### src/video_core_pkg.sv
// --------------------
// Addresses are 16-bit word addresses in a 20-bit banked space.
// Region bases and lengths are in words.
// --------------------
package video_core_pkg;

  localparam int MPU_ADDR_W    = 16;
  localparam int MPU_DATA_W    = 16;
  localparam int PAGE_OFFSET_W = 12;
  localparam int BANK_W        = 8;
  localparam int INT_ADDR_W    = BANK_W + PAGE_OFFSET_W;
  localparam int VRAM_ADDR_W   = 16;
  localparam int SCAN_W        = 10;

  localparam logic [INT_ADDR_W-1:0] REG_BASE     = 20'h00000;
  localparam int                    NUM_REGS     = 16;
  localparam logic [INT_ADDR_W-1:0] PAL_BASE     = 20'h00800;
  localparam logic [INT_ADDR_W-1:0] PAL_LEN      = 20'h00200;
  localparam logic [INT_ADDR_W-1:0] VRAM_BASE    = 20'h10000;
  localparam logic [INT_ADDR_W-1:0] VRAM_LEN     = 20'h10000;
  localparam logic [INT_ADDR_W-1:0] LOW_MEM_SIZE = 20'h01000;

  // Three 8-bit colour channels per palette entry
  localparam int PAL_CHANNELS = 3;
  localparam int PAL_ENTRIES  = 256;

  localparam logic [MPU_DATA_W-1:0] UNMAPPED_VALUE = 16'hDEAD;
  localparam logic [MPU_DATA_W-1:0] ID_VALUE       = 16'h4443;

  // Grant bit in SYS_CTRL that gives the MPU the VRAM bus
  localparam int SYS_CTRL_VRAM_ACCESS = 0;

  typedef enum logic [3:0] {
    ID            = 4'd0,
    SYS_CTRL      = 4'd1,
    MEM_BANK      = 4'd2,
    OUTPUT_STATUS = 4'd3,
    SCAN_X        = 4'd4,
    SCAN_Y        = 4'd5
  } reg_index_e;

  typedef enum logic [1:0] {
    REGION_NONE,
    REGION_REGS,
    REGION_PAL,
    REGION_VRAM
  } region_e;

  // MPU access after banking
  typedef struct packed {
    logic                  rd;
    logic                  wr;
    logic [1:0]            be;
    logic [INT_ADDR_W-1:0] addr;
    logic [MPU_DATA_W-1:0] data;
  } mpu_req_t;

  typedef struct packed {
    logic                   en;
    logic                   rd;
    logic                   wr;
    logic [1:0]             be;
    logic [VRAM_ADDR_W-1:0] addr;
    logic [MPU_DATA_W-1:0]  data;
  } vram_bus_t;

  typedef struct packed {
    logic              hsync;
    logic              vsync;
    logic              hblank;
    logic              vblank;
    logic [SCAN_W-1:0] scan_x;
    logic [SCAN_W-1:0] scan_y;
  } disp_status_t;

  // Unsigned offset compare also covers addresses below the base
  function automatic logic in_window(logic [INT_ADDR_W-1:0] addr,
                                     logic [INT_ADDR_W-1:0] base,
                                     logic [INT_ADDR_W-1:0] len);
    logic [INT_ADDR_W-1:0] offset;
    offset = addr - base;
    return offset < len;
  endfunction

endpackage

### src/control_regs.sv
// --------------------
// Only SYS_CTRL and MEM_BANK are writable. MEM_BANK keeps its low byte.
// --------------------
`timescale 1ns/100ps

module control_regs import video_core_pkg::*; (
  input  logic                  clk,
  input  logic                  rst,
  input  mpu_req_t              req,
  input  logic                  sel,
  input  disp_status_t          status,
  output logic [MPU_DATA_W-1:0] rdata,
  output logic [BANK_W-1:0]     bank,
  output logic                  vram_grant
);

  reg_index_e            index;
  logic [MPU_DATA_W-1:0] sys_ctrl;
  logic [BANK_W-1:0]     mem_bank;
  logic [MPU_DATA_W-1:0] read_value;

  assign index = reg_index_e'(req.addr[3:0]);

  always_ff @(posedge clk) begin
    if (rst) begin
      sys_ctrl <= '0;
      mem_bank <= '0;
    end else if (sel && req.wr) begin
      case (index)
        SYS_CTRL: begin
          if (req.be[0]) sys_ctrl[7:0]  <= req.data[7:0];
          if (req.be[1]) sys_ctrl[15:8] <= req.data[15:8];
        end
        MEM_BANK: begin
          if (req.be[0]) mem_bank <= req.data[BANK_W-1:0];
        end
        default: ;
      endcase
    end
  end

  always_comb begin
    case (index)
      ID:            read_value = ID_VALUE;
      SYS_CTRL:      read_value = sys_ctrl;
      MEM_BANK:      read_value = {{(MPU_DATA_W-BANK_W){1'b0}}, mem_bank};
      OUTPUT_STATUS: read_value = {12'h000, status.vblank, status.hblank,
                                   status.vsync, status.hsync};
      SCAN_X:        read_value = {{(MPU_DATA_W-SCAN_W){1'b0}}, status.scan_x};
      SCAN_Y:        read_value = {{(MPU_DATA_W-SCAN_W){1'b0}}, status.scan_y};
      default:       read_value = '0;
    endcase
  end

  // Status is captured in the strobe cycle itself
  always_ff @(posedge clk) begin
    if (sel && req.rd) begin
      rdata <= read_value;
    end
  end

  assign bank       = mem_bank;
  assign vram_grant = sys_ctrl[SYS_CTRL_VRAM_ACCESS];

  // Decoder must never select this block outside its window
  a_sel_in_window: assert property (
    @(posedge clk) disable iff (rst)
    sel |-> in_window(req.addr, REG_BASE, INT_ADDR_W'(NUM_REGS))
  );

endmodule

### config.mk
export PLATFORM = sky130hd
export DESIGN_NAME = control_regs
export DESIGN_NICKNAME = d
export VERILOG_FILES = /design/src/video_core_pkg.sv /design/src/control_regs.sv
export SDC_FILE = /design/constraint.sdc
export NUM_CORES = 1
export LEC_CHECK = 0
export ABC_CLOCK_PERIOD_IN_PS = 1600
export BUFFER_PORTS_ARGS = -buffer_cell sky130_fd_sc_hd__buf_2
export CORE_ASPECT_RATIO = 1.75
export CORE_MARGIN = 8
export CORE_UTILIZATION = 46
export CTS_CLUSTER_SIZE = 40
export DETAILED_ROUTE_END_ITERATION = 8
export GPL_TIMING_DRIVEN = 0
export PLACE_DENSITY = 0.9
export RECOVER_POWER = 50
export SLEW_MARGIN = 30
export SYNTH_ARGS = -nofsm -noshare
export SYNTH_HDL_FRONTEND = slang
export SYNTH_SLANG_ARGS = --single-unit
### constraint.sdc
create_clock -name clk -period 1.6 [get_ports clk]
set_input_delay 0.08 -clock clk [delete_from_list [all_inputs] [get_ports clk]]
set_output_delay 0.08 -clock clk [all_outputs]
set_load 0.01 [all_outputs]
==> summary.txt <==
Placement
  • HPWL Detailed: 3.99 mm
  • Setup WS pre-CTS: 42.8 ps
  • Area after DPL: 2430 um^2
  • IO Port Bufs: a little over 70
  • Dpl cells: 307
  • Final Wtd Congestion: 0.914

Finish
  • Ant. Diodes: 0
  • # fillers: 363
  • Syn-to-layout area delta: 25.9%
  • Final net count: 330
  • Share of cells above drive strength 1: 0.261
  • Design area: around 2500 um^2
  • Final non-filler cell total: approximately 320

Synth
  • Syn Area/Cell: about 11 um^2
  • Ys flop type: dfxtp_1
  • Area fraction in and, or, nand and nor cells after synthesis: 0.234
  • Syn nets: 251
  • Sequential area share after synthesis: 0.480
  • Adder-cell area share of the yosys netlist: 0
  • Post-synth top cells: nand2b_1 (40), mux2i_1 (32), dfxtp_1 (24)
  • Largest area contributor in the netlist: dfxtp_1
  • Syn Inst Count: 184
  • Fraction of the mapped netlist area in compound gates: 0.0675
  • Synth Area in XOR/XNOR: 0
  • Asr flop ratio synth: 0
  • Synth Register Bits: 40
  • Mux cell area share after synthesis: 0.177
  • Largest family of logic cells by synthesized area: simple AND/OR/NAND/NOR gates
  • Post-Syn Area: 2000 um^2
  • Most instantiated library cell after synthesis: nand2b_1
  • Synth warnings: 0
  • Top cells by area, synth: dfxtp_1 (24%), edfxtp_1 (24%), mux2i_1 (16%)
  • Post-synth EDFFs: 16
  • Synth top area share: 0.240
  • Post-synthesis cell type count: 33

Setup path
  • CP Launch Type: primary input
  • Critical Path Sink Type: flip-flop
  • Worst-path fanout max: 10
  • Crit path kind: primary input to flip-flop
  • CP Data Required Time: between 1500 and 2000 ps
  • Critical Path AT: 1490 ps

GRT
  • Largest net degree at the start of global routing: 17
  • Antenna violations before repair: 0
  • First-pass GRT wire length: approximately 7.9 mm
  • Gr ovfl total: 0
  • Number of global-route vias before repair: roughly 1.8k
  • Total track usage: 0.150

Drt
  • Routed WL: 5.02 mm
  • Average wire per standard cell: 15.9 um
  • DRC viols: 0
  • Vias per inst: 5.19
  • 1st-pass router iterations: 4
  • Post-route ant nets: 0
  • 1st-iter DRT viols: 50
  • Vias: between 1.5k and 2k

Timing
  • Clock skew: 8.23 ps
  • Hold slack: 37.0 ps
  • Slew @ Worst Pin: slightly above 1000 ps
  • Final hold viol count: 0
  • Final worst slack: 338 ps
  • Slew HR: 0.312
  • Final setup viols: 0
  • Min cycle time layout: approximately 1300 ps
  • Setup_tns: 0 ps
  • Max Slew Vio Count: 0
  • Fin crit share: 0.789
  • RSZ-0062 raised after global routing: false
  • Fmax achieved: about 0.8 GHz

Floorplanning
  • Starting Density: 0.467
  • Die area: between 6000 and 7000 um^2
  • Die Y: 103 um
  • Ports: 92
  • FP Rows: 32
  • Core area: 4280 um^2
  • Chip Width: 65.9 um

CTS
  • Root buffer cell: clkbuf_8
  • CTS resizes: 0
  • TritonCTS clock tree: yes
  • Clock-pin slew on the worst setup and hold paths: about 80 ps
  • Clock Path Buffers: 2
  • Inserted Clock Buffers: 5
  • Depth of the CTS H-tree: 2
  • CTS Sinks: 40
  • Hold_buf cts: 0
  • Clock Latency Late Sink: 290 ps
  • Number of setup buffers added after CTS: 0

Power
  • Lkg Pwr: 1.03 nW
  • VDD IR max: 0.000459 V
  • Pwr Density: roughly 860 nW/um^2

Min path
  • Hold/Removal Path Class: primary input to flip-flop

Job
  • Max-cap violations: 0

Outcome
  • Status: completed
## registers in the layout, indices dropped and copies added (netlist names)
name / count
rdata: 16
sys_ctrl: 16
bank: 8
## routing by layer
metal / global-route usage / up-vias / part of all wire
met1: 0.150 / 755 / 0.38
met3: 0.0313 / 14 / 0.056
met5: 0 / - / 0
met2: 0.264 / 60 / 0.53
li1: - / 806 / -
met4: 0.110 / 0 / 0.037
## power by group
group          internal, W  switching, W  leakage, nW
clock network     0.000488      0.000353       0.0627
logic             0.000109      0.000119        0.632
registers          0.00108    0.00000588        0.339
## logic make-up after synthesis
kind of cell / after synthesis
buf+inv: 17
flops: 40
mux: 35
simple gates: 73
compound gates: 19
## worst paths after layout
check | startpoint | slack (ps) | end | depth (start not counted)
max | req[18] | 340 | sys_ctrl[12] | 6
min | req[9] | 40 | sys_ctrl[9] | 3
max reg2reg | sys_ctrl[7] | 500 | rdata[7] | 3
min reg2reg | sys_ctrl[13] | 480 | sys_ctrl[13] | 2
## cell type report
cell class	instances	area, um^2	area share
Buffer	12	65.1	0.0258
Timing Repair Buffer	72	328	0.130
Multi-Input combinational cell	127	963	0.382
Tap cell	51	63.8	0.0253
Inverter	5	18.8	0.00744
Clock buffer	8	121	0.0481
Sequential cell	40	961	0.381
## layout by cell type, fill, tap and decap left out, types with 2 or more instances in the layout
| master | n |
|---|---|
| buf_4 | 2 |
| mux2_2 | 3 |
| a22oi_1 | 3 |
| inv_1 | 5 |
| mux2i_1 | 32 |
| a21oi_1 | 4 |
| edfxtp_1 | 16 |
| nor2b_1 | 2 |
| a211o_1 | 2 |
| nand2b_1 | 40 |
| nor4b_2 | 2 |
| and2_1 | 4 |
| clkbuf_8 | 7 |
| nand2_1 | 12 |
| and4_1 | 3 |
| nor3b_1 | 2 |
| buf_2 | 50 |
| a32oi_1 | 2 |
| o21ai_0 | 4 |
| clkbuf_1 | 31 |
| dfxtp_1 | 24 |
## worst max-delay path, cell delays in order
cell and delay [ps]:
buf_2 110, buf_2 200, nor4b_4 480, and4_1 270
buf_6 160, mux2i_1 190
## stage by stage
| stage | total power, W | util |
|---|---|---|
| after detailed placement | 0.00134 | 0.566 |
| after global routing | 0.00223 | 0.588 |
| after CTS | 0.00217 | 0.595 |
| final | 0.00216 | 0.588 |
| after floorplan | 0.00123 | - |
| after global placement | 0.00134 | 0.566 |
No activity file was read; power rests on OpenSTA's default activity.
