$ cat config.mk
export PLATFORM = sky130hd
export DESIGN_NAME = display_timing
export DESIGN_NICKNAME = d
export VERILOG_FILES = /design/src/video_core_pkg.sv /design/src/display_timing.sv
export SDC_FILE = /design/constraint.sdc
export NUM_CORES = 1
export LEC_CHECK = 0
export ABC_CLOCK_PERIOD_IN_PS = 5600
export BUFFER_PORTS_ARGS = -buffer_cell sky130_fd_sc_hd__buf_2
export CAP_MARGIN = 40
export CORE_MARGIN = 2
export CORE_UTILIZATION = 50
export DETAILED_ROUTE_END_ITERATION = 7
export GPL_TIMING_DRIVEN = 0
export PLACE_DENSITY = 0.8
export SYNTH_ARGS = -nofsm -noshare
export SYNTH_HDL_FRONTEND = slang
export SYNTH_SLANG_ARGS = --single-unit
$ cat constraint.sdc
create_clock -name clk -period 5.6 [get_ports clk]
set_clock_uncertainty 0.05 [all_clocks]
set_input_delay 0.28 -clock clk [delete_from_list [all_inputs] [get_ports clk]]
set_output_delay 0.28 -clock clk [all_outputs]
set_load 0.01 [all_outputs]
$ cat src/video_core_pkg.sv
// --------------------
// Addresses are 16-bit word addresses in a 20-bit banked space.
// Region bases and lengths are in words.
// --------------------
package video_core_pkg;

  localparam int MPU_ADDR_W    = 16;
  localparam int MPU_DATA_W    = 16;
  localparam int PAGE_OFFSET_W = 12;
  localparam int BANK_W        = 8;
  localparam int INT_ADDR_W    = BANK_W + PAGE_OFFSET_W;
  localparam int VRAM_ADDR_W   = 16;
  localparam int SCAN_W        = 10;

  localparam logic [INT_ADDR_W-1:0] REG_BASE     = 20'h00000;
  localparam int                    NUM_REGS     = 16;
  localparam logic [INT_ADDR_W-1:0] PAL_BASE     = 20'h00800;
  localparam logic [INT_ADDR_W-1:0] PAL_LEN      = 20'h00200;
  localparam logic [INT_ADDR_W-1:0] VRAM_BASE    = 20'h10000;
  localparam logic [INT_ADDR_W-1:0] VRAM_LEN     = 20'h10000;
  localparam logic [INT_ADDR_W-1:0] LOW_MEM_SIZE = 20'h01000;

  // Three 8-bit colour channels per palette entry
  localparam int PAL_CHANNELS = 3;
  localparam int PAL_ENTRIES  = 256;

  localparam logic [MPU_DATA_W-1:0] UNMAPPED_VALUE = 16'hDEAD;
  localparam logic [MPU_DATA_W-1:0] ID_VALUE       = 16'h4443;

  // Grant bit in SYS_CTRL that gives the MPU the VRAM bus
  localparam int SYS_CTRL_VRAM_ACCESS = 0;

  typedef enum logic [3:0] {
    ID            = 4'd0,
    SYS_CTRL      = 4'd1,
    MEM_BANK      = 4'd2,
    OUTPUT_STATUS = 4'd3,
    SCAN_X        = 4'd4,
    SCAN_Y        = 4'd5
  } reg_index_e;

  typedef enum logic [1:0] {
    REGION_NONE,
    REGION_REGS,
    REGION_PAL,
    REGION_VRAM
  } region_e;

  // MPU access after banking
  typedef struct packed {
    logic                  rd;
    logic                  wr;
    logic [1:0]            be;
    logic [INT_ADDR_W-1:0] addr;
    logic [MPU_DATA_W-1:0] data;
  } mpu_req_t;

  typedef struct packed {
    logic                   en;
    logic                   rd;
    logic                   wr;
    logic [1:0]             be;
    logic [VRAM_ADDR_W-1:0] addr;
    logic [MPU_DATA_W-1:0]  data;
  } vram_bus_t;

  typedef struct packed {
    logic              hsync;
    logic              vsync;
    logic              hblank;
    logic              vblank;
    logic [SCAN_W-1:0] scan_x;
    logic [SCAN_W-1:0] scan_y;
  } disp_status_t;

  // Unsigned offset compare also covers addresses below the base
  function automatic logic in_window(logic [INT_ADDR_W-1:0] addr,
                                     logic [INT_ADDR_W-1:0] base,
                                     logic [INT_ADDR_W-1:0] len);
    logic [INT_ADDR_W-1:0] offset;
    offset = addr - base;
    return offset < len;
  endfunction

endpackage

$ cat src/display_timing.sv
// --------------------
// Counters start at 0 after reset. Sync and blank are active high.
// --------------------
`timescale 1ns/100ps

module display_timing import video_core_pkg::*; #(
  parameter int H_VISIBLE = 640,
  parameter int H_FRONT   = 16,
  parameter int H_SYNC    = 96,
  parameter int H_BACK    = 48,
  parameter int V_VISIBLE = 480,
  parameter int V_FRONT   = 10,
  parameter int V_SYNC    = 2,
  parameter int V_BACK    = 33
) (
  input  logic         clk,
  input  logic         rst,
  output disp_status_t status
);

  localparam int H_TOTAL      = H_VISIBLE + H_FRONT + H_SYNC + H_BACK;
  localparam int V_TOTAL      = V_VISIBLE + V_FRONT + V_SYNC + V_BACK;
  localparam int H_SYNC_START = H_VISIBLE + H_FRONT;
  localparam int V_SYNC_START = V_VISIBLE + V_FRONT;

  logic [SCAN_W-1:0] h_count;
  logic [SCAN_W-1:0] v_count;

  always_ff @(posedge clk) begin
    if (rst) begin
      h_count <= '0;
      v_count <= '0;
    end else if (h_count == SCAN_W'(H_TOTAL - 1)) begin
      h_count <= '0;
      // Vertical steps once per line
      if (v_count == SCAN_W'(V_TOTAL - 1)) begin
        v_count <= '0;
      end else begin
        v_count <= v_count + 1'b1;
      end
    end else begin
      h_count <= h_count + 1'b1;
    end
  end

  assign status.hblank = h_count >= SCAN_W'(H_VISIBLE);
  assign status.vblank = v_count >= SCAN_W'(V_VISIBLE);
  assign status.hsync  = (h_count >= SCAN_W'(H_SYNC_START)) &&
                         (h_count <  SCAN_W'(H_SYNC_START + H_SYNC));
  assign status.vsync  = (v_count >= SCAN_W'(V_SYNC_START)) &&
                         (v_count <  SCAN_W'(V_SYNC_START + V_SYNC));

  // Position reads as 0 outside the visible area
  assign status.scan_x = status.hblank ? '0 : h_count;
  assign status.scan_y = status.vblank ? '0 : v_count;

  a_counters_in_range: assert property (
    @(posedge clk) disable iff (rst)
    (h_count < SCAN_W'(H_TOTAL)) && (v_count < SCAN_W'(V_TOTAL))
  );

endmodule

==> results.ini, run 1 <==
[detailed_routing]
first_pass_iters = 4
drc = 0
wl_per_cell_um = 11.7
wl_mm = 2.35
num_vias = 1049
ant_nets = 0
first_iter_violations = 18
vias_per_cell = 5.22

[clock_network]
cts_made_buffers = 3
clock_path_buffers = 2
root_buffer = clkbuf_4
cts.sinks = 20
clkSlewWorstSetupHoldPaths_ps = 110
h-tree-depth = 1
cts_tree = done
cts_hold_buf = 0
cts_setup_buffers = 0
clk_latency_ps = 300
cts_resized = 0

[synthesis]
synth_top_area_share_pct = 34.2
synthTopCellsByArea = dfxtp_1 (34%), and2_1 (7.5%), nor2_1 (6.7%), xnor2_1 (6.0%), ha_1 (4.3%)
seq_area_frac_synth_pct = 34.2
synth.avg_cell_area_sq_um = 8.07
synth-edff-count = 0
async_flop_share_pct = 0
synth-main-ff-cell = dfxtp_1
ys_ff_latch = 20
synth_nets = 151
yosysWarnings = 0
postSynthCellCount = 145
synth_area_sq_mm = 0.00117
yosysUniqueCellTypes = 38
yosysTopAreaCell = dfxtp_1

[global_routing]
grt_max_degree = 12
grt_first_pass_wirelength_mm = 3.95
grt_pass1_vias = 936
antenna_found_initial = 0
track_usage_pct = 19.3
grt_overflow_total = 0

[cells_and_area]
final_cell_mix = buf_2 (26), nor2_1 (21), dfxtp_1 (20)
layout-drive-gt1-share_pct = 21.4
fin_nets = 180
syn2layout_area_growth_pct = 16.4
diodes = 0
num-fill-cells = 218
final_common_cell = buf_2
final_core_util_pct = 61.5
fin_area_sq_mm = 0.00136

[power]
power_density_mw_per_mm2 = 178
ir_drop_mv = 0.175
p_leak_nw = 0.574

[floorplanning]
initial_utilization_pct = 52.9
core_sq_mm = 0.00221
die-area_sq_mm = 0.00274
row_count = 17
die_x_um = 52.4
die_height_um = 52.4
ios = 26

[worst_setup_path]
required_ps = 5720
cp_max_fo = 9
worst_r2r_path_depth = 6
cp.arrival_ps = 2310
worstSetupStartpointType = register
ff2ff_setup_slack_ps = 3410
critPathLaunch = h_count[0]
crit_type = register to register
end_kind = register
rr_endpoint = v_count[4]
rr_startpoint = h_count[0]

[min_path]
hold_path_class = input port to register
whs_endpoint = v_count[1]
hold_start = rst
worstHoldPathCells = 2

[timing]
setup_viol = 0
finalCritPeriodShare_pct = 39.2
rsz0062_at_grt = no
hold_violations = 0
fmax_ghz = 0.456
timing_worst_slew_pin_value_ps = 624
slew_violations = 0
period_needed_ps = 2190
tns_ps = 0
relSlewSlack_pct = 58.0

[run]
drv_cap = 0

[placement]
io_buffers = 24
dpl.hpwl_mm = 1.77
routabilityCongestion = 0.811
placed_cell_area_sq_mm = 0.00133

[status]
status = finished, final reports clean

[worst max path at each step]
| stage | to | cells after the start |
|---|---|---|
| floorplan | v_count[6] | 6 |
| global placement | v_count[0] | 6 |
| detailed placement | v_count[4] | 6 |
| CTS | v_count[8] | 5 |
| global route | v_count[4] | 6 |
| finish | v_count[4] | 6 |
[kinds of logic after synthesis]
| kind of cell | synth area share, % |
|---|---|
| DFF | 34.2 |
| muxes | 1.71 |
| AOI/OAI and AO/OA | 5.88 |
| other | 0.321 |
| and+or+nand+nor | 38.6 |
| xor gates and xnor gates | 8.98 |
| buffers and inverters | 5.99 |
| adders and majority gates | 4.28 |
[worst max-delay path: stages (launching register included)]
cell and delay [ps]:
dfxtp_1 410, ha_1 260, nand4_2 190, or3_1 390, buf_2 180, o21bai_1 500
a21oi_1 90
[cell usage after synthesis, types with 4 or more instances]
cell type and number:
ha_1 4, inv_1 8, and2_1 14, xnor2_1 8, a21oi_1 4, nor2_1 21
dfxtp_1 20, nand3_1 8, xor2_1 4, nand2_1 7, nor3_1 6
[where the power goes]
part | switching (mW) | internal [mW]
clock network | 0.0439 | 0.0397
logic | 0.00757 | 0.00494
registers | 0.00241 | 0.144
[stage by stage]
stage	power [mW]	hold slack [ps]	std cells	worst slack, ps
final	0.242	174	201	3410
after global routing	0.253	167	201	3250
after CTS	0.244	161	201	3410
after detailed placement	0.162	418	197	3440
after global placement	0.162	406	197	3440
after floorplan	0.158	299	145	3560
[layer usage]
metal | global-route usage (%) | share of wire (%) | vias up
li1 | - | - | 547
met1 | 24.8 | 48 | 484
met2 | 32.3 | 48 | 16
met3 | 6.00 | 4.0 | 2
met4 | 2.99 | 0.38 | 0
met5 | 0 | 0 | -
[area by class of cell]
cell class / instances / area (sq um) / share of cell area [%]
repair buffers: 24 / 120 / 8.82
well taps: 28 / 35.0 / 2.57
clock buffers: 4 / 36.3 / 2.67
multi-input cells: 110 / 699 / 51.4
plain buffers: 7 / 40.0 / 2.94
inverters: 8 / 30.0 / 2.21
flip-flops and latches: 20 / 400 / 29.4
[state kept, by name (all words and copies together), names as in the netlist]
register and cells:
v_count 10, h_count 10
Power figures use the tool's default switching activity.
==> run 2, diff against run 1 <==
ABC_CLOCK_PERIOD_IN_PS = 1800   (was 5600)
CORE_UTILIZATION = 47   (was 50)
PLACE_DENSITY = 0.78   (was 0.8)
clock period = 1.8 ns   (was 5.6 ns; I/O delays follow)
==> run 2 against run 1 <==
Compared with the run above: clock power rose to 3.2 times the previous value; via count rose by 9.2%; first-iteration DRC count rose by 83%; clock-buffer cell count did not move; non-clock buffer count rose by 7; maximum frequency rose by 24%; final area rose by 15%; worst hold slack improved by 300 ps; largest cell class unchanged; highest routed layer unchanged.
==> results.ini, run 2 (synthesis gave the netlist of run 1 again) <==
[clock_network]
cts_made_buffers = 3  ; unchanged
cts.sinks = 20  ; unchanged
cts_tree = done  ; unchanged
root_buffer = clkbuf_4  ; unchanged
clock_path_buffers = 2  ; unchanged
clkSlewWorstSetupHoldPaths_ps = 120  ; was 110 ps
h-tree-depth = 1  ; unchanged
clk_latency_ps = 300  ; about the same

[floorplanning]
initial_utilization_pct = 48.5  ; was 52.9%
die-area_sq_mm = 0.00290  ; was 0.00274 sq mm
row_count = 18  ; was 17
core_sq_mm = 0.00241  ; was 0.00221 sq mm
die_height_um = 53.9  ; was 52.4 um
ios = 26  ; unchanged
die_x_um = 53.9  ; was 52.4 um

[timing]
rsz0062_at_grt = yes  ; was no
finalCritPeriodShare_pct = 98.6  ; was 39.2%
slew_violations = 0  ; unchanged
relSlewSlack_pct = 57.3  ; was 58.0%
timing_worst_slew_pin_value_ps = 634  ; was 624 ps
hold_violations = 0  ; unchanged
tns_ps = 0  ; unchanged
period_needed_ps = 1780  ; was 2190 ps
fmax_ghz = 0.563  ; was 0.456 GHz
setup_viol = 0  ; unchanged

[worst_setup_path]
crit_slowest_cell = or4b_4  ; was o21bai_1
cp_cell_sequence = nand3b_1 -> buf_4 -> nor4_4 -> or4b_4 -> a21oi_2  ; was ha_1 -> nand4_2 -> or3_1 -> buf_2 -> o21bai_1 -> a21oi_1
required_ps = 2000  ; was 5720 ps
worstSetupStartpointType = register  ; unchanged
end_kind = register  ; unchanged
ff2ff_setup_slack_ps = 20  ; was 3410 ps
cp.arrival_ps = 1970  ; was 2310 ps
cp_max_fo = 6  ; was 9
crit_type = register to register  ; unchanged
worst_path_largest_cell_delay_ps = 500  ; about the same

[placement]
dpl.hpwl_mm = 1.76  ; was 1.77 mm
routabilityCongestion = 0.819  ; was 0.811
io_buffers = 24  ; unchanged
placed_cell_area_sq_mm = 0.00138  ; was 0.00133 sq mm

[global_routing]
antenna_found_initial = 0  ; unchanged
grt_max_degree = 12  ; unchanged
grt_overflow_total = 0  ; unchanged
grt_first_pass_wirelength_mm = 4.20  ; was 3.95 mm
track_usage_pct = 20.4  ; was 19.3%
grt_pass1_vias = 921  ; was 936

[power]
power_density_mw_per_mm2 = 494  ; was 178 mW/mm^2
ir_drop_mv = 0.491  ; was 0.175 mV
p_leak_nw = 0.656  ; was 0.574 nW

[cells_and_area]
diodes = 0  ; unchanged
final_core_util_pct = 64.7  ; was 61.5%
fin_area_sq_mm = 0.00156  ; was 0.00136 sq mm
syn2layout_area_growth_pct = 33.4  ; was 16.4%
num-fill-cells = 179  ; was 218
fin_nets = 187  ; was 180
reg.largest.list = h_count: 10 flops, v_count: 10 flops  ; unchanged
final_cell_mix = buf_2 (24), nor2_1 (20), and2_1 (14)  ; was buf_2 (26), nor2_1 (21), dfxtp_1 (20)
layout-drive-gt1-share_pct = 37.2  ; was 21.4%
final_common_cell = buf_2  ; unchanged

[detailed_routing]
ant_nets = 0  ; unchanged
vias_per_cell = 5.46  ; was 5.22
wl_mm = 2.75  ; was 2.35 mm
first_iter_violations = 33  ; was 18
first_pass_iters = 4  ; unchanged
wl_per_cell_um = 13.1  ; was 11.7 um
drc = 0  ; unchanged
num_vias = 1146  ; was 1049

[run]
drv_cap = 0  ; unchanged

[status]
status = finished, final reports clean  ; unchanged

[min_path]
hold_path_class = register to register  ; was input port to register

## run 2: cell count changes in the layout (fill, tap and decap cells not counted), moves of 2 or more
| cell | change |
|---|---|
| dfxtp_1 | -11 |
| nor4_4 | +2 |
| buf_4 | +12 |
| buf_2 | -2 |
| clkbuf_1 | -3 |
| dfxtp_2 | +4 |
| dfxtp_4 | +7 |
## run 2: worst paths after layout
check / startpoint / end / cells past startpoint
hold reg to reg: v_count[1] / v_count[1] / 2
hold / removal: v_count[1] / v_count[1] / 2
setup reg to reg: h_count[8] / v_count[8] / 5
setup / recovery: h_count[8] / v_count[8] / 5
## run 2: report_power, final
| group | switching [mW] | internal [mW] | leakage [nW] |
|---|---|---|---|
| clock network | 0.147 | 0.123 | 0.0210 |
| registers | 0.00747 | 0.441 | 0.169 |
| logic | 0.0279 | 0.0249 | 0.466 |
## run 2: critical path, delay by kind of cell, from the launching register on
| kind | cells | cell delay (ps) |
|---|---|---|
| AOI/OAI and AO/OA | 1 | 150 |
| DFF | 1 | 450 |
| and+or+nand+nor | 3 | 900 |
| buffers and inverters | 1 | 170 |
## run 2: metal layers
metal	part of all wire [%]	track usage, %
met1	41	25.6
met2	50	34.1
met3	6.1	2.78
met4	2.2	9.83
met5	0	0
## run 2: cell type report
class                   instances  area (sq um)  share of cell area (%)
multi-input cells             110           797                    51.1
flip-flops and latches         20           432                    27.7
repair buffers                 37           220                    14.1
well taps                      30          37.5                    2.41
clock buffers                   4          36.3                    2.33
inverters                       8          30.0                    1.92
plain buffers                   1          7.51                   0.481
## run 2: through the flow
| stage | setup WS [ps] | instances | power (mW) | hold WS, ps |
|---|---|---|---|---|
| global route | -94.1 | 210 | 0.792 | 503 |
| finish | 24.9 | 210 | 0.771 | 475 |
| detailed placement | -213 | 199 | 0.508 | 303 |
| global placement | -191 | 199 | 0.508 | 289 |
| CTS | -11.6 | 210 | 0.779 | 464 |
| floorplan | -21.1 | 145 | 0.495 | 109 |
## run 2: timing repair
action                                  4_1_cts  5_1_grt
buffers inserted                              9        3
endpoints found under the setup margin       18       19
hold endpoints to repair                      5        0
pin swaps                                     6        1
resized for setup                            13       15
hold buffers                                  1        0
