$ cat src/video_core_pkg.sv
// --------------------
// Addresses are 16-bit word addresses in a 20-bit banked space.
// Region bases and lengths are in words.
// --------------------
package video_core_pkg;

  localparam int MPU_ADDR_W    = 16;
  localparam int MPU_DATA_W    = 16;
  localparam int PAGE_OFFSET_W = 12;
  localparam int BANK_W        = 8;
  localparam int INT_ADDR_W    = BANK_W + PAGE_OFFSET_W;
  localparam int VRAM_ADDR_W   = 16;
  localparam int SCAN_W        = 10;

  localparam logic [INT_ADDR_W-1:0] REG_BASE     = 20'h00000;
  localparam int                    NUM_REGS     = 16;
  localparam logic [INT_ADDR_W-1:0] PAL_BASE     = 20'h00800;
  localparam logic [INT_ADDR_W-1:0] PAL_LEN      = 20'h00200;
  localparam logic [INT_ADDR_W-1:0] VRAM_BASE    = 20'h10000;
  localparam logic [INT_ADDR_W-1:0] VRAM_LEN     = 20'h10000;
  localparam logic [INT_ADDR_W-1:0] LOW_MEM_SIZE = 20'h01000;

  // Three 8-bit colour channels per palette entry
  localparam int PAL_CHANNELS = 3;
  localparam int PAL_ENTRIES  = 256;

  localparam logic [MPU_DATA_W-1:0] UNMAPPED_VALUE = 16'hDEAD;
  localparam logic [MPU_DATA_W-1:0] ID_VALUE       = 16'h4443;

  // Grant bit in SYS_CTRL that gives the MPU the VRAM bus
  localparam int SYS_CTRL_VRAM_ACCESS = 0;

  typedef enum logic [3:0] {
    ID            = 4'd0,
    SYS_CTRL      = 4'd1,
    MEM_BANK      = 4'd2,
    OUTPUT_STATUS = 4'd3,
    SCAN_X        = 4'd4,
    SCAN_Y        = 4'd5
  } reg_index_e;

  typedef enum logic [1:0] {
    REGION_NONE,
    REGION_REGS,
    REGION_PAL,
    REGION_VRAM
  } region_e;

  // MPU access after banking
  typedef struct packed {
    logic                  rd;
    logic                  wr;
    logic [1:0]            be;
    logic [INT_ADDR_W-1:0] addr;
    logic [MPU_DATA_W-1:0] data;
  } mpu_req_t;

  typedef struct packed {
    logic                   en;
    logic                   rd;
    logic                   wr;
    logic [1:0]             be;
    logic [VRAM_ADDR_W-1:0] addr;
    logic [MPU_DATA_W-1:0]  data;
  } vram_bus_t;

  typedef struct packed {
    logic              hsync;
    logic              vsync;
    logic              hblank;
    logic              vblank;
    logic [SCAN_W-1:0] scan_x;
    logic [SCAN_W-1:0] scan_y;
  } disp_status_t;

  // Unsigned offset compare also covers addresses below the base
  function automatic logic in_window(logic [INT_ADDR_W-1:0] addr,
                                     logic [INT_ADDR_W-1:0] base,
                                     logic [INT_ADDR_W-1:0] len);
    logic [INT_ADDR_W-1:0] offset;
    offset = addr - base;
    return offset < len;
  endfunction

endpackage

$ cat src/mpu_bus_decoder.sv
// --------------------
// Page 0 is fixed; pages 1-15 map through the bank register.
// Read data appears the cycle after the strobe, zero otherwise.
// --------------------
`timescale 1ns/100ps

module mpu_bus_decoder import video_core_pkg::*; (
  input  logic                  clk,
  input  logic                  rst,
  input  logic                  mpu_en,
  input  logic                  mpu_rd,
  input  logic                  mpu_wr,
  input  logic [1:0]            mpu_be,
  input  logic [MPU_ADDR_W-1:0] mpu_addr,
  input  logic [MPU_DATA_W-1:0] mpu_data_in,
  input  logic [BANK_W-1:0]     bank,
  input  logic                  vram_grant,
  input  logic [MPU_DATA_W-1:0] reg_rdata,
  input  logic [MPU_DATA_W-1:0] pal_rdata,
  input  logic [MPU_DATA_W-1:0] vram_data_in,
  output mpu_req_t              req,
  output logic                  reg_sel,
  output logic                  pal_sel,
  output vram_bus_t             vram,
  output logic [MPU_DATA_W-1:0] mpu_data_out
);

  logic [PAGE_OFFSET_W-1:0]          page_offset;
  logic [MPU_ADDR_W-PAGE_OFFSET_W-1:0] page_index;
  logic [INT_ADDR_W-1:0]             int_addr;
  logic [INT_ADDR_W-1:0]             vram_offset;
  region_e                           region;
  logic                              strobe;
  logic                              vram_hit;

  // Read-back state for the access issued last cycle
  region_e                           rd_region;
  logic                              rd_valid;
  logic                              rd_low;
  logic [MPU_DATA_W-1:0]             low_data;
  logic [MPU_DATA_W-1:0]             high_data;

  assign page_offset = mpu_addr[PAGE_OFFSET_W-1:0];
  assign page_index  = mpu_addr[MPU_ADDR_W-1:PAGE_OFFSET_W];
  assign int_addr    = (page_index == '0) ? {{BANK_W{1'b0}}, page_offset}
                                          : {bank, page_offset};

  always_comb begin
    region = REGION_NONE;
    if (in_window(int_addr, REG_BASE, INT_ADDR_W'(NUM_REGS))) begin
      region = REGION_REGS;
    end else if (in_window(int_addr, PAL_BASE, PAL_LEN)) begin
      region = REGION_PAL;
    end else if (in_window(int_addr, VRAM_BASE, VRAM_LEN)) begin
      region = REGION_VRAM;
    end
  end

  assign strobe = mpu_en & (mpu_rd | mpu_wr);

  assign req.rd   = mpu_en & mpu_rd;
  assign req.wr   = mpu_en & mpu_wr;
  assign req.be   = mpu_be;
  assign req.addr = int_addr;
  assign req.data = mpu_data_in;

  assign reg_sel = mpu_en & (region == REGION_REGS);
  assign pal_sel = mpu_en & (region == REGION_PAL);

  // VRAM traffic only while the MPU owns the bus
  assign vram_hit    = strobe & vram_grant & (region == REGION_VRAM);
  assign vram_offset = int_addr - VRAM_BASE;

  assign vram.en   = vram_hit;
  assign vram.rd   = vram_hit & mpu_rd;
  assign vram.wr   = vram_hit & mpu_wr;
  assign vram.be   = mpu_be;
  assign vram.addr = vram_offset[VRAM_ADDR_W-1:0];
  assign vram.data = mpu_data_in;

  always_ff @(posedge clk) begin
    if (rst) begin
      rd_valid  <= 1'b0;
      rd_region <= REGION_NONE;
      rd_low    <= 1'b0;
    end else begin
      rd_valid  <= mpu_en & mpu_rd;
      rd_region <= region;
      rd_low    <= int_addr < LOW_MEM_SIZE;
    end
  end

  // Split mux keeps the low and high memory paths short
  assign low_data = (rd_region == REGION_REGS) ? reg_rdata :
                    (rd_region == REGION_PAL)  ? pal_rdata : UNMAPPED_VALUE;

  // A VRAM read without the grant still returns whatever VRAM drives
  assign high_data = (rd_region == REGION_VRAM) ? vram_data_in : UNMAPPED_VALUE;

  assign mpu_data_out = !rd_valid ? '0 : (rd_low ? low_data : high_data);

  a_rd_wr_exclusive: assert property (
    @(posedge clk) disable iff (rst) !(req.rd && req.wr)
  );

endmodule

$ cat config.mk
export PLATFORM = sky130hd
export DESIGN_NAME = mpu_bus_decoder
export DESIGN_NICKNAME = d
export VERILOG_FILES = /design/src/video_core_pkg.sv /design/src/mpu_bus_decoder.sv
export SDC_FILE = /design/constraint.sdc
export NUM_CORES = 1
export LEC_CHECK = 0
export BUFFER_PORTS_ARGS = -buffer_cell sky130_fd_sc_hd__buf_2
export CORE_AREA = 2 2 73 75
export DETAILED_ROUTE_END_ITERATION = 6
export DIE_AREA = 0 0 75 77
export GPL_TIMING_DRIVEN = 1
export MAX_ROUTING_LAYER = met4
export PLACE_DENSITY = 0.84
export SYNTH_ARGS = -nofsm -noshare
export SYNTH_HDL_FRONTEND = slang
export SYNTH_SLANG_ARGS = --single-unit
$ cat constraint.sdc
create_clock -name clk -period 3.2 [get_ports clk]
set_input_delay 0.64 -clock clk [delete_from_list [all_inputs] [get_ports clk]]
set_output_delay 0.64 -clock clk [all_outputs]
set_load 0.1 [all_outputs]
==> results.toml, run 1 <==
[worst_setup_path]
cp_slowest_cell = "or4_4"
critPathBufInv = 2
path_cells = "buf_2, or4_4, nand2_4, ha_4, and3_4, o211ai_1, o21ai_1, nor3b_4, buf_12"
crit_type = "in -> out"
crit_path_end_kind = "output port"
max_stage_delay_ns = 0.55
crit_required_ns = 2.56
critical-path-top-delay-family = "simple AND/OR/NAND/NOR gates"
worst-path-max-fanout = 2
cp.arrival_ns = 2.31
cp-start-kind = "primary input"

[power]
p_switching_mw = 0.288
p_comb_frac = 0.679
p_int_mw = 0.205
clkPwrFrac = 0.209
leakagePower_nw = 0.831
peakVddDrop_mv = 0.164
swShare = 0.584
seqPwrFrac = 0.111
pwr_density_cell_nw_per_um2 = 297
power.total_mw = 0.492

[sta]
tightest_slew_ns = 0.705
max_freq_mhz = 339
relSlewSlack = 0.526
rsz0062_at_grt = "no"
timing.final.crit_share = 0.923
setup_violations = 0
slew_viol_final = 0
min_period_ns = 2.95
hold_viol = 0

[die]
start_util = 0.268
die-area_um2 = 5780
die_y_um = 77
num_rows = 26
die_x_um = 75
core_area_um2 = 4980
pin_count = 191

[yosys]
ys_ff_latch = 4
ys_seq_area_frac = 0.0599
synth_nets = 296
yosysMostFrequentCell = "buf_4"
synth_top_area_share = 0.365
synth_cells = 199
yosys_warnings = 0
synthTopCellsByArea = "buf_4, dfxtp_1, a21oi_1, o22ai_1, o21ai_0"
ys_async_sr_fraction = 0
yosys_most_used_dff = "dfxtp_1"
ys_types = 33
postSynthAreaPerCell_um2 = 6.71
syn_area_um2 = 1340
synth_edf_count = 0
synth.largest_area_cell = "buf_4"
yosys-top-cells-count = "buf_4, nor2_1, a21oi_1, o21ai_0, o22ai_1"

[drt]
dr.first_iter.drc_count = 23
ant_nets = 0
via_per_inst = 4.70
drt_wl_total_mm = 4.32
drt-wirelength-per-cell_um = 13.2
vias = 1537
drc = 0
drtPass1Iterations = 4

[clocking]
cts_setup_buffers = 0
cts_inserted_buffers = 3
cts.path.max_buffers = 2
htree_levels = 1
hold_buffers = 0
ctsResizeCount = 0
cts.clk_slew.worst_paths_ns = 0.03
clock_sinks = 4
cts-root-buf = "clkbuf_8"
cts_tree = "built"

[run_status]
status = "complete, no violations"

[global_route]
grt_use_total = 0.144
grt_pass1_vias = 1489
grt_overflow = 0
busiest_layer = "met2"
grt_pass1_wl_mm = 6.56
met2_usage = 0.257
antenna_found_initial = 0
use_met3 = 0.0223
use_met1 = 0.163
grt_max_degree = 17

[place]
io_buffer_count = 124
dpl.hpwl_mm = 3.75
placed_area_um2 = 1620
gp_routability_congestion = 0.730
dp.cells = 324

[layout]
n_antenna_cell = 0
fillers = 567
layout-drive-gt1-share = 0.553
fin_cells = 327
fin_nets = 356
syn2layout_area_growth_pct = 24.2
design_area_um2 = 1660
multi_input_area_um2 = 766
regArea_um2 = 80.1

[hold_path]
holdCritPathClass = "in -> reg"

[run]
max_cap_viol_count = 0
==> worst paths after layout <==
| kind | start | end | slack [ns] | cells past startpoint |
|---|---|---|---|---|
| max | mpu_addr[13] | pal_sel | 0.25 | 9 |
| min | rst | rd_region[0] | 0.64 | 2 |
==> registers in the layout (all words and copies together), names as in the netlist <==
register,flops
rd_low,1
rd_valid,1
rd_region,2
==> cell usage in the layout (no fill, tap or decap), types with 2 or more instances in the layout <==
master	netlist	final
nor3b_1	3	2
a21oi_1	15	15
nand3_1	4	4
dfxtp_1	4	4
nand2b_1	5	5
buf_4	65	3
o22ai_1	11	11
inv_1	7	7
and2_1	6	5
nor4_1	2	2
nor2_2	0	2
nor2b_1	6	6
nor2_1	16	13
a22oi_1	5	5
a22o_1	5	5
o2bb2ai_1	3	3
o21ai_0	13	12
buf_2	0	123
clkbuf_8	0	3
nor3_1	3	3
nand2_1	5	4
==> per-layer routing <==
metal,routed length (µm),part of all wire,vias to the layer above
met2,2230,0.52,103
met5,0,0,-
met4,76,0.018,0
li1,-,-,754
met1,1680,0.39,666
met3,339,0.079,14
==> stage by stage <==
| step | worst slack (ns) | utilization | TNS, ns | hold WS, ns |
|---|---|---|---|---|
| 2_1_floorplan | -0.287 | - | -0.287 | 0.709 |
| 3_3_place_gp | 0.279 | 0.325 | 0 | 0.858 |
| 3_5_place_dp | 0.274 | 0.325 | 0 | 0.864 |
| 4_1_cts | 0.252 | 0.333 | 0 | 0.639 |
| 5_1_grt | 0.174 | 0.333 | 0 | 0.655 |
| 6_report | 0.246 | 0.333 | 0 | 0.642 |
==> layout make-up <==
type	count	area share
Clock buffer	3	0.0249
Inverter	7	0.0158
Multi-Input combinational cell	116	0.462
Sequential cell	4	0.0483
Tap cell	70	0.0528
Timing Repair Buffer	127	0.397
==> power by group through the flow <==
stage                     Clock [mW]  Combinational (mW)  Sequential [mW]
after floorplan                    0               0.529           0.0531
after detailed placement           0               0.335           0.0556
after global routing           0.110               0.351           0.0552
after CTS                      0.107               0.336           0.0549
after global placement             0               0.332           0.0556
final                          0.103               0.334           0.0548
==> logic make-up (layout without fill, tap and decap cells) <==
group	after synthesis	after routing	share of synthesized area
mux	1	1	0.00749
buf+inv	79	137	0.405
simple gates	56	56	0.228
xor+xnor	1	1	0.00656
fa+ha+maj	1	1	0.00936
flops	4	4	0.0599
compound gates	57	57	0.285
No activity file was read; power rests on OpenSTA's default activity.
==> inputs of run 2 (changes only) <==
clock period = 3.45 ns   (was 3.2 ns; I/O delays follow)
==> run 2 against run 1 <==
Net effect:
- power decreased by 7.6%
- non-clock buffer count down 2
- largest power group unchanged
- largest cell class unchanged
- flip-flop and latch count is the same
- highest routed layer unchanged
- final area is 1.3% lower
==> results.toml, run 2 (same netlist as run 1, synthesis figures left out) <==
[run_status]
status = "complete, no violations"

[drt]
drt-wirelength-per-cell_um = 12.8
vias = 1531
ant_nets = 0
drc = 0
dr.first_iter.drc_count = 47
via_per_inst = 4.71
drtPass1Iterations = 4
drt_wl_total_mm = 4.15

[place]
io_buffer_count = 124
dpl.hpwl_mm = 3.64
gp_routability_congestion = 0.884
dp.cells = 322

[layout]
top_register = "rd_region"
final_common_cell = "buf_2"
mostFrequentLayoutCells = "buf_2, a21oi_1, nor2_1, o21ai_0, o22ai_1"
fin_cells = 325
layout-drive-gt1-share = 0.545
n_antenna_cell = 0
syn2layout_area_growth_pct = 22.6
reg.largest.list = "rd_region: 2 flops, rd_low: 1 flops, rd_valid: 1 flops"
largest_reg_flops = 2
fin_nets = 354

[clocking]
cts.clk_slew.worst_paths_ns = 0.03
cts_setup_buffers = 0
ctsResizeCount = 0
cts_tree = "built"
cts.path.max_buffers = 2
htree_levels = 1
cts_inserted_buffers = 3
cts-root-buf = "clkbuf_8"
clock_sinks = 4
hold_buffers = 0

[worst_setup_path]
crit_required_ns = 2.76
worst-path-max-fanout = 12
crit_type = "in -> out"
crit_path_end_kind = "output port"
cp-start-kind = "primary input"
cp.arrival_ns = 2.51

[hold_path]
min_to = "rd_region[0]"
min_path_cells = 2
min-delay-start = "rst"
holdCritPathClass = "in -> reg"

[sta]
min_period_ns = 3.20
timing.final.crit_share = 0.927
holdWs_ns = 0.695
hold_viol = 0
max_freq_mhz = 313
relSlewSlack = 0.594
rsz0062_at_grt = "no"
slew_viol_final = 0
setup_violations = 0
tightest_slew_ns = 0.603

[global_route]
grt_pass1_vias = 1514
grt_max_degree = 17
antenna_found_initial = 0
grt_use_total = 0.140
grt_overflow = 0
grt_pass1_wl_mm = 6.31

[die]
die_x_um = 75
die-area_um2 = 5780
core_area_um2 = 4980
num_rows = 26
die_y_um = 77
pin_count = 191
start_util = 0.268

[run]
max_cap_viol_count = 0

[power]
pwr_density_cell_nw_per_um2 = 278
peakVddDrop_mv = 0.200
leakagePower_nw = 0.821
==> run 2: where the power goes <==
part	switching (mW)	total [mW]	internal [mW]
clock	0.0218	0.0960	0.0742
combinational	0.241	0.308	0.0674
sequential	0.00314	0.0508	0.0477
total	0.266	0.455	0.189
==> run 2: per-stage QoR <==
stage                     worst slack, ns  instance area (µm²)  setup TNS (ns)  total power [mW]   util
after floorplan                    -0.137                 1400          -0.386             0.539      -
after global placement              0.294                 1600               0             0.358  0.321
after detailed placement            0.237                 1600               0             0.360  0.321
after CTS                           0.240                 1640               0             0.459  0.329
after global routing                0.165                 1640               0             0.476  0.329
final                               0.251                 1640               0             0.455  0.329
==> run 2: layout make-up <==
class                      count  area [µm²]
sequential                     4        80.1
clock buffer                   3        41.3
timing repair buffer         125         643
tap                           70        87.6
multi-input combinational    116         759
inverter                       7        26.3
fill                         544        3340
==> run 2: critical path, stage by stage <==
cell and delay (ns):
buf_2 0.10, or4_4 0.62, nand2_4 0.11, ha_4 0.18
and3_4 0.19, o211ai_1 0.10, o21ai_1 0.08, nor3b_4 0.23
buf_12 0.20
==> run 2: how the worst max path moves through the flow <==
| stage | from | to | depth (start not counted) |
|---|---|---|---|
| after global routing | mpu_addr[13] | pal_sel | 9 |
| after floorplan | mpu_addr[13] | pal_sel | 9 |
| after detailed placement | mpu_addr[13] | pal_sel | 9 |
| after CTS | mpu_addr[13] | pal_sel | 9 |
| after global placement | mpu_addr[13] | pal_sel | 9 |
| final | mpu_addr[13] | pal_sel | 9 |
==> run 2: per-layer routing <==
metal	track usage	wire, µm	vias up
met2	0.257	2120	103
li1	-	-	746
met4	0.0643	112	0
met1	0.138	1580	663
met3	0.0210	340	19
met5	-	0	-
==> inputs of run 3 (changes only) <==
GPL_TIMING_DRIVEN = 0   (was 1)
==> run 3 against run 2 <==
Net effect:
- setup slack worse by 0.18 ns
- sequential share of layout area down 1.5 points
- cell count up 35%
- routed wire length up 17%
- combinational power up 92%
- global-route usage up 2.0 points
- non-clock buffer count up 115
- clock power up 0.4%
- fmax down 5.4%
- core utilization up 15 points
- clock-buffer cell count unchanged
- critical path type unchanged
- critical endpoint unchanged
==> results.toml, run 3 (same netlist as run 1, synthesis figures left out) <==
[layout]
largest_reg_flops = 2
layout-drive-gt1-share = 0.673
n_antenna_cell = 0
fillers = 514
fin_nets = 469
mostFrequentLayoutCells = "buf_2, buf_4, a21oi_1, nor2_1, o21ai_0"
syn2layout_area_growth_pct = 78.6
reg.largest.list = "rd_region: 2 flops, rd_low: 1 flops, rd_valid: 1 flops"
fin_cells = 440
final_common_cell = "buf_2"
top_register = "rd_region"

[run_status]
status = "complete, no violations"

[clocking]
cts_tree = "built"
clock_sinks = 4
htree_levels = 1
cts_inserted_buffers = 3
cts.clk_slew.worst_paths_ns = 0.03
cts-root-buf = "clkbuf_8"
cts.path.max_buffers = 2

[global_route]
antenna_found_initial = 0
grt_overflow = 0
grt_pass1_vias = 1771
grt_use_total = 0.160
grt_pass1_wl_mm = 7.39
grt_max_degree = 11

[sta]
max_freq_mhz = 296
holdWs_ns = 0.694
min_period_ns = 3.38
rsz0062_at_grt = "no"
setup_violations = 0
relSlewSlack = 0.549
timing.final.crit_share = 0.980
slew_viol_final = 0
hold_viol = 0
tightest_slew_ns = 0.671

[place]
io_buffer_count = 168
dpl.hpwl_mm = 4.39
gp_routability_congestion = 0.846
dp.cells = 437

[drt]
dr.first_iter.drc_count = 39
wl_met2_mm = 2.60
via_per_inst = 4.37
drtPass1Iterations = 4
drt-met1-wl_mm = 1.76
vias = 1922
highest_layer = "met4"
drt-wirelength-per-cell_um = 11.1
dr_wl_met3_um = 485
ant_nets = 0
drt_wl_total_mm = 4.87
drc = 0

[power]
pwr_density_cell_nw_per_um2 = 309
leakagePower_nw = 1.32
peakVddDrop_mv = 0.158

[run]
max_cap_viol_count = 0

[worst_setup_path]
cp.arrival_ns = 2.69
cp-start-kind = "primary input"
crit_required_ns = 2.76
crit_type = "in -> out"
crit_path_end_kind = "output port"
worst-path-max-fanout = 10

[hold_path]
min-delay-start = "rst"
min_to = "rd_valid"
holdCritPathClass = "in -> reg"
min_path_cells = 2

[die]
pin_count = 191
die_y_um = 77
die-area_um2 = 5780
die_x_um = 75
core_area_um2 = 4980
num_rows = 26
start_util = 0.268
## run 3: power breakdown
part	internal (mW)	total, mW	leakage, nW	switching [mW]
Sequential	0.0477	0.0492	0.0325	0.00151
Combinational	0.131	0.590	1.27	0.459
Clock	0.0742	0.0964	0.0216	0.0222
## run 3: timing repair
action                                  4_1_cts  5_1_grt
endpoints found under the setup margin        1        1
hold buffers                                  0        0
resized for setup                             1        4
setup buffers                                 0        0
## run 3: metrics by stage
step	setup WS [ns]	TNS, ns	total power, mW	cell area (µm²)	util
2_1_floorplan	-0.137	-0.386	0.539	1400	-
3_3_place_gp	-0.118	-0.118	0.637	2330	0.468
3_5_place_dp	-0.107	-0.107	0.642	2330	0.468
4_1_cts	0.00175	0	0.743	2370	0.477
5_1_grt	0.00533	0	0.769	2390	0.479
6_report	0.0696	0	0.736	2390	0.479
## run 3: worst max-delay path: stages
cell and delay, ns:
buf_2 0.10, or4_4 0.56, buf_8 0.16, nand2_4 0.07
ha_4 0.12, clkbuf_8 0.14, and3_4 0.18, o211ai_1 0.09
o21ai_1 0.13, nor3b_4 0.24, buf_12 0.20
## run 3: worst max-delay path by stage
stage,endpoint,from,depth (start not counted)
floorplan,pal_sel,mpu_addr[13],9
global placement,pal_sel,mpu_addr[13],11
global route,pal_sel,mpu_addr[13],11
detailed placement,pal_sel,mpu_addr[13],11
CTS,pal_sel,mpu_addr[13],11
finish,pal_sel,mpu_addr[13],11
## run 3: cell type report
type | count | area [µm²] | area share
plain buffers | 72 | 536 | 0.224
clock buffers | 3 | 41.3 | 0.0173
inverters | 7 | 26.3 | 0.0110
multi-input cells | 116 | 759 | 0.318
flip-flops and latches | 4 | 80.1 | 0.0336
well taps | 70 | 87.6 | 0.0367
repair buffers | 168 | 856 | 0.359
## run 3: per-layer routing
metal  global-route usage  vias to the layer above
li1                     -                      980
met2                0.320                      119
met1                0.159                      819
met3               0.0223                        4
met5                    -                        -
met4               0.0214                        0
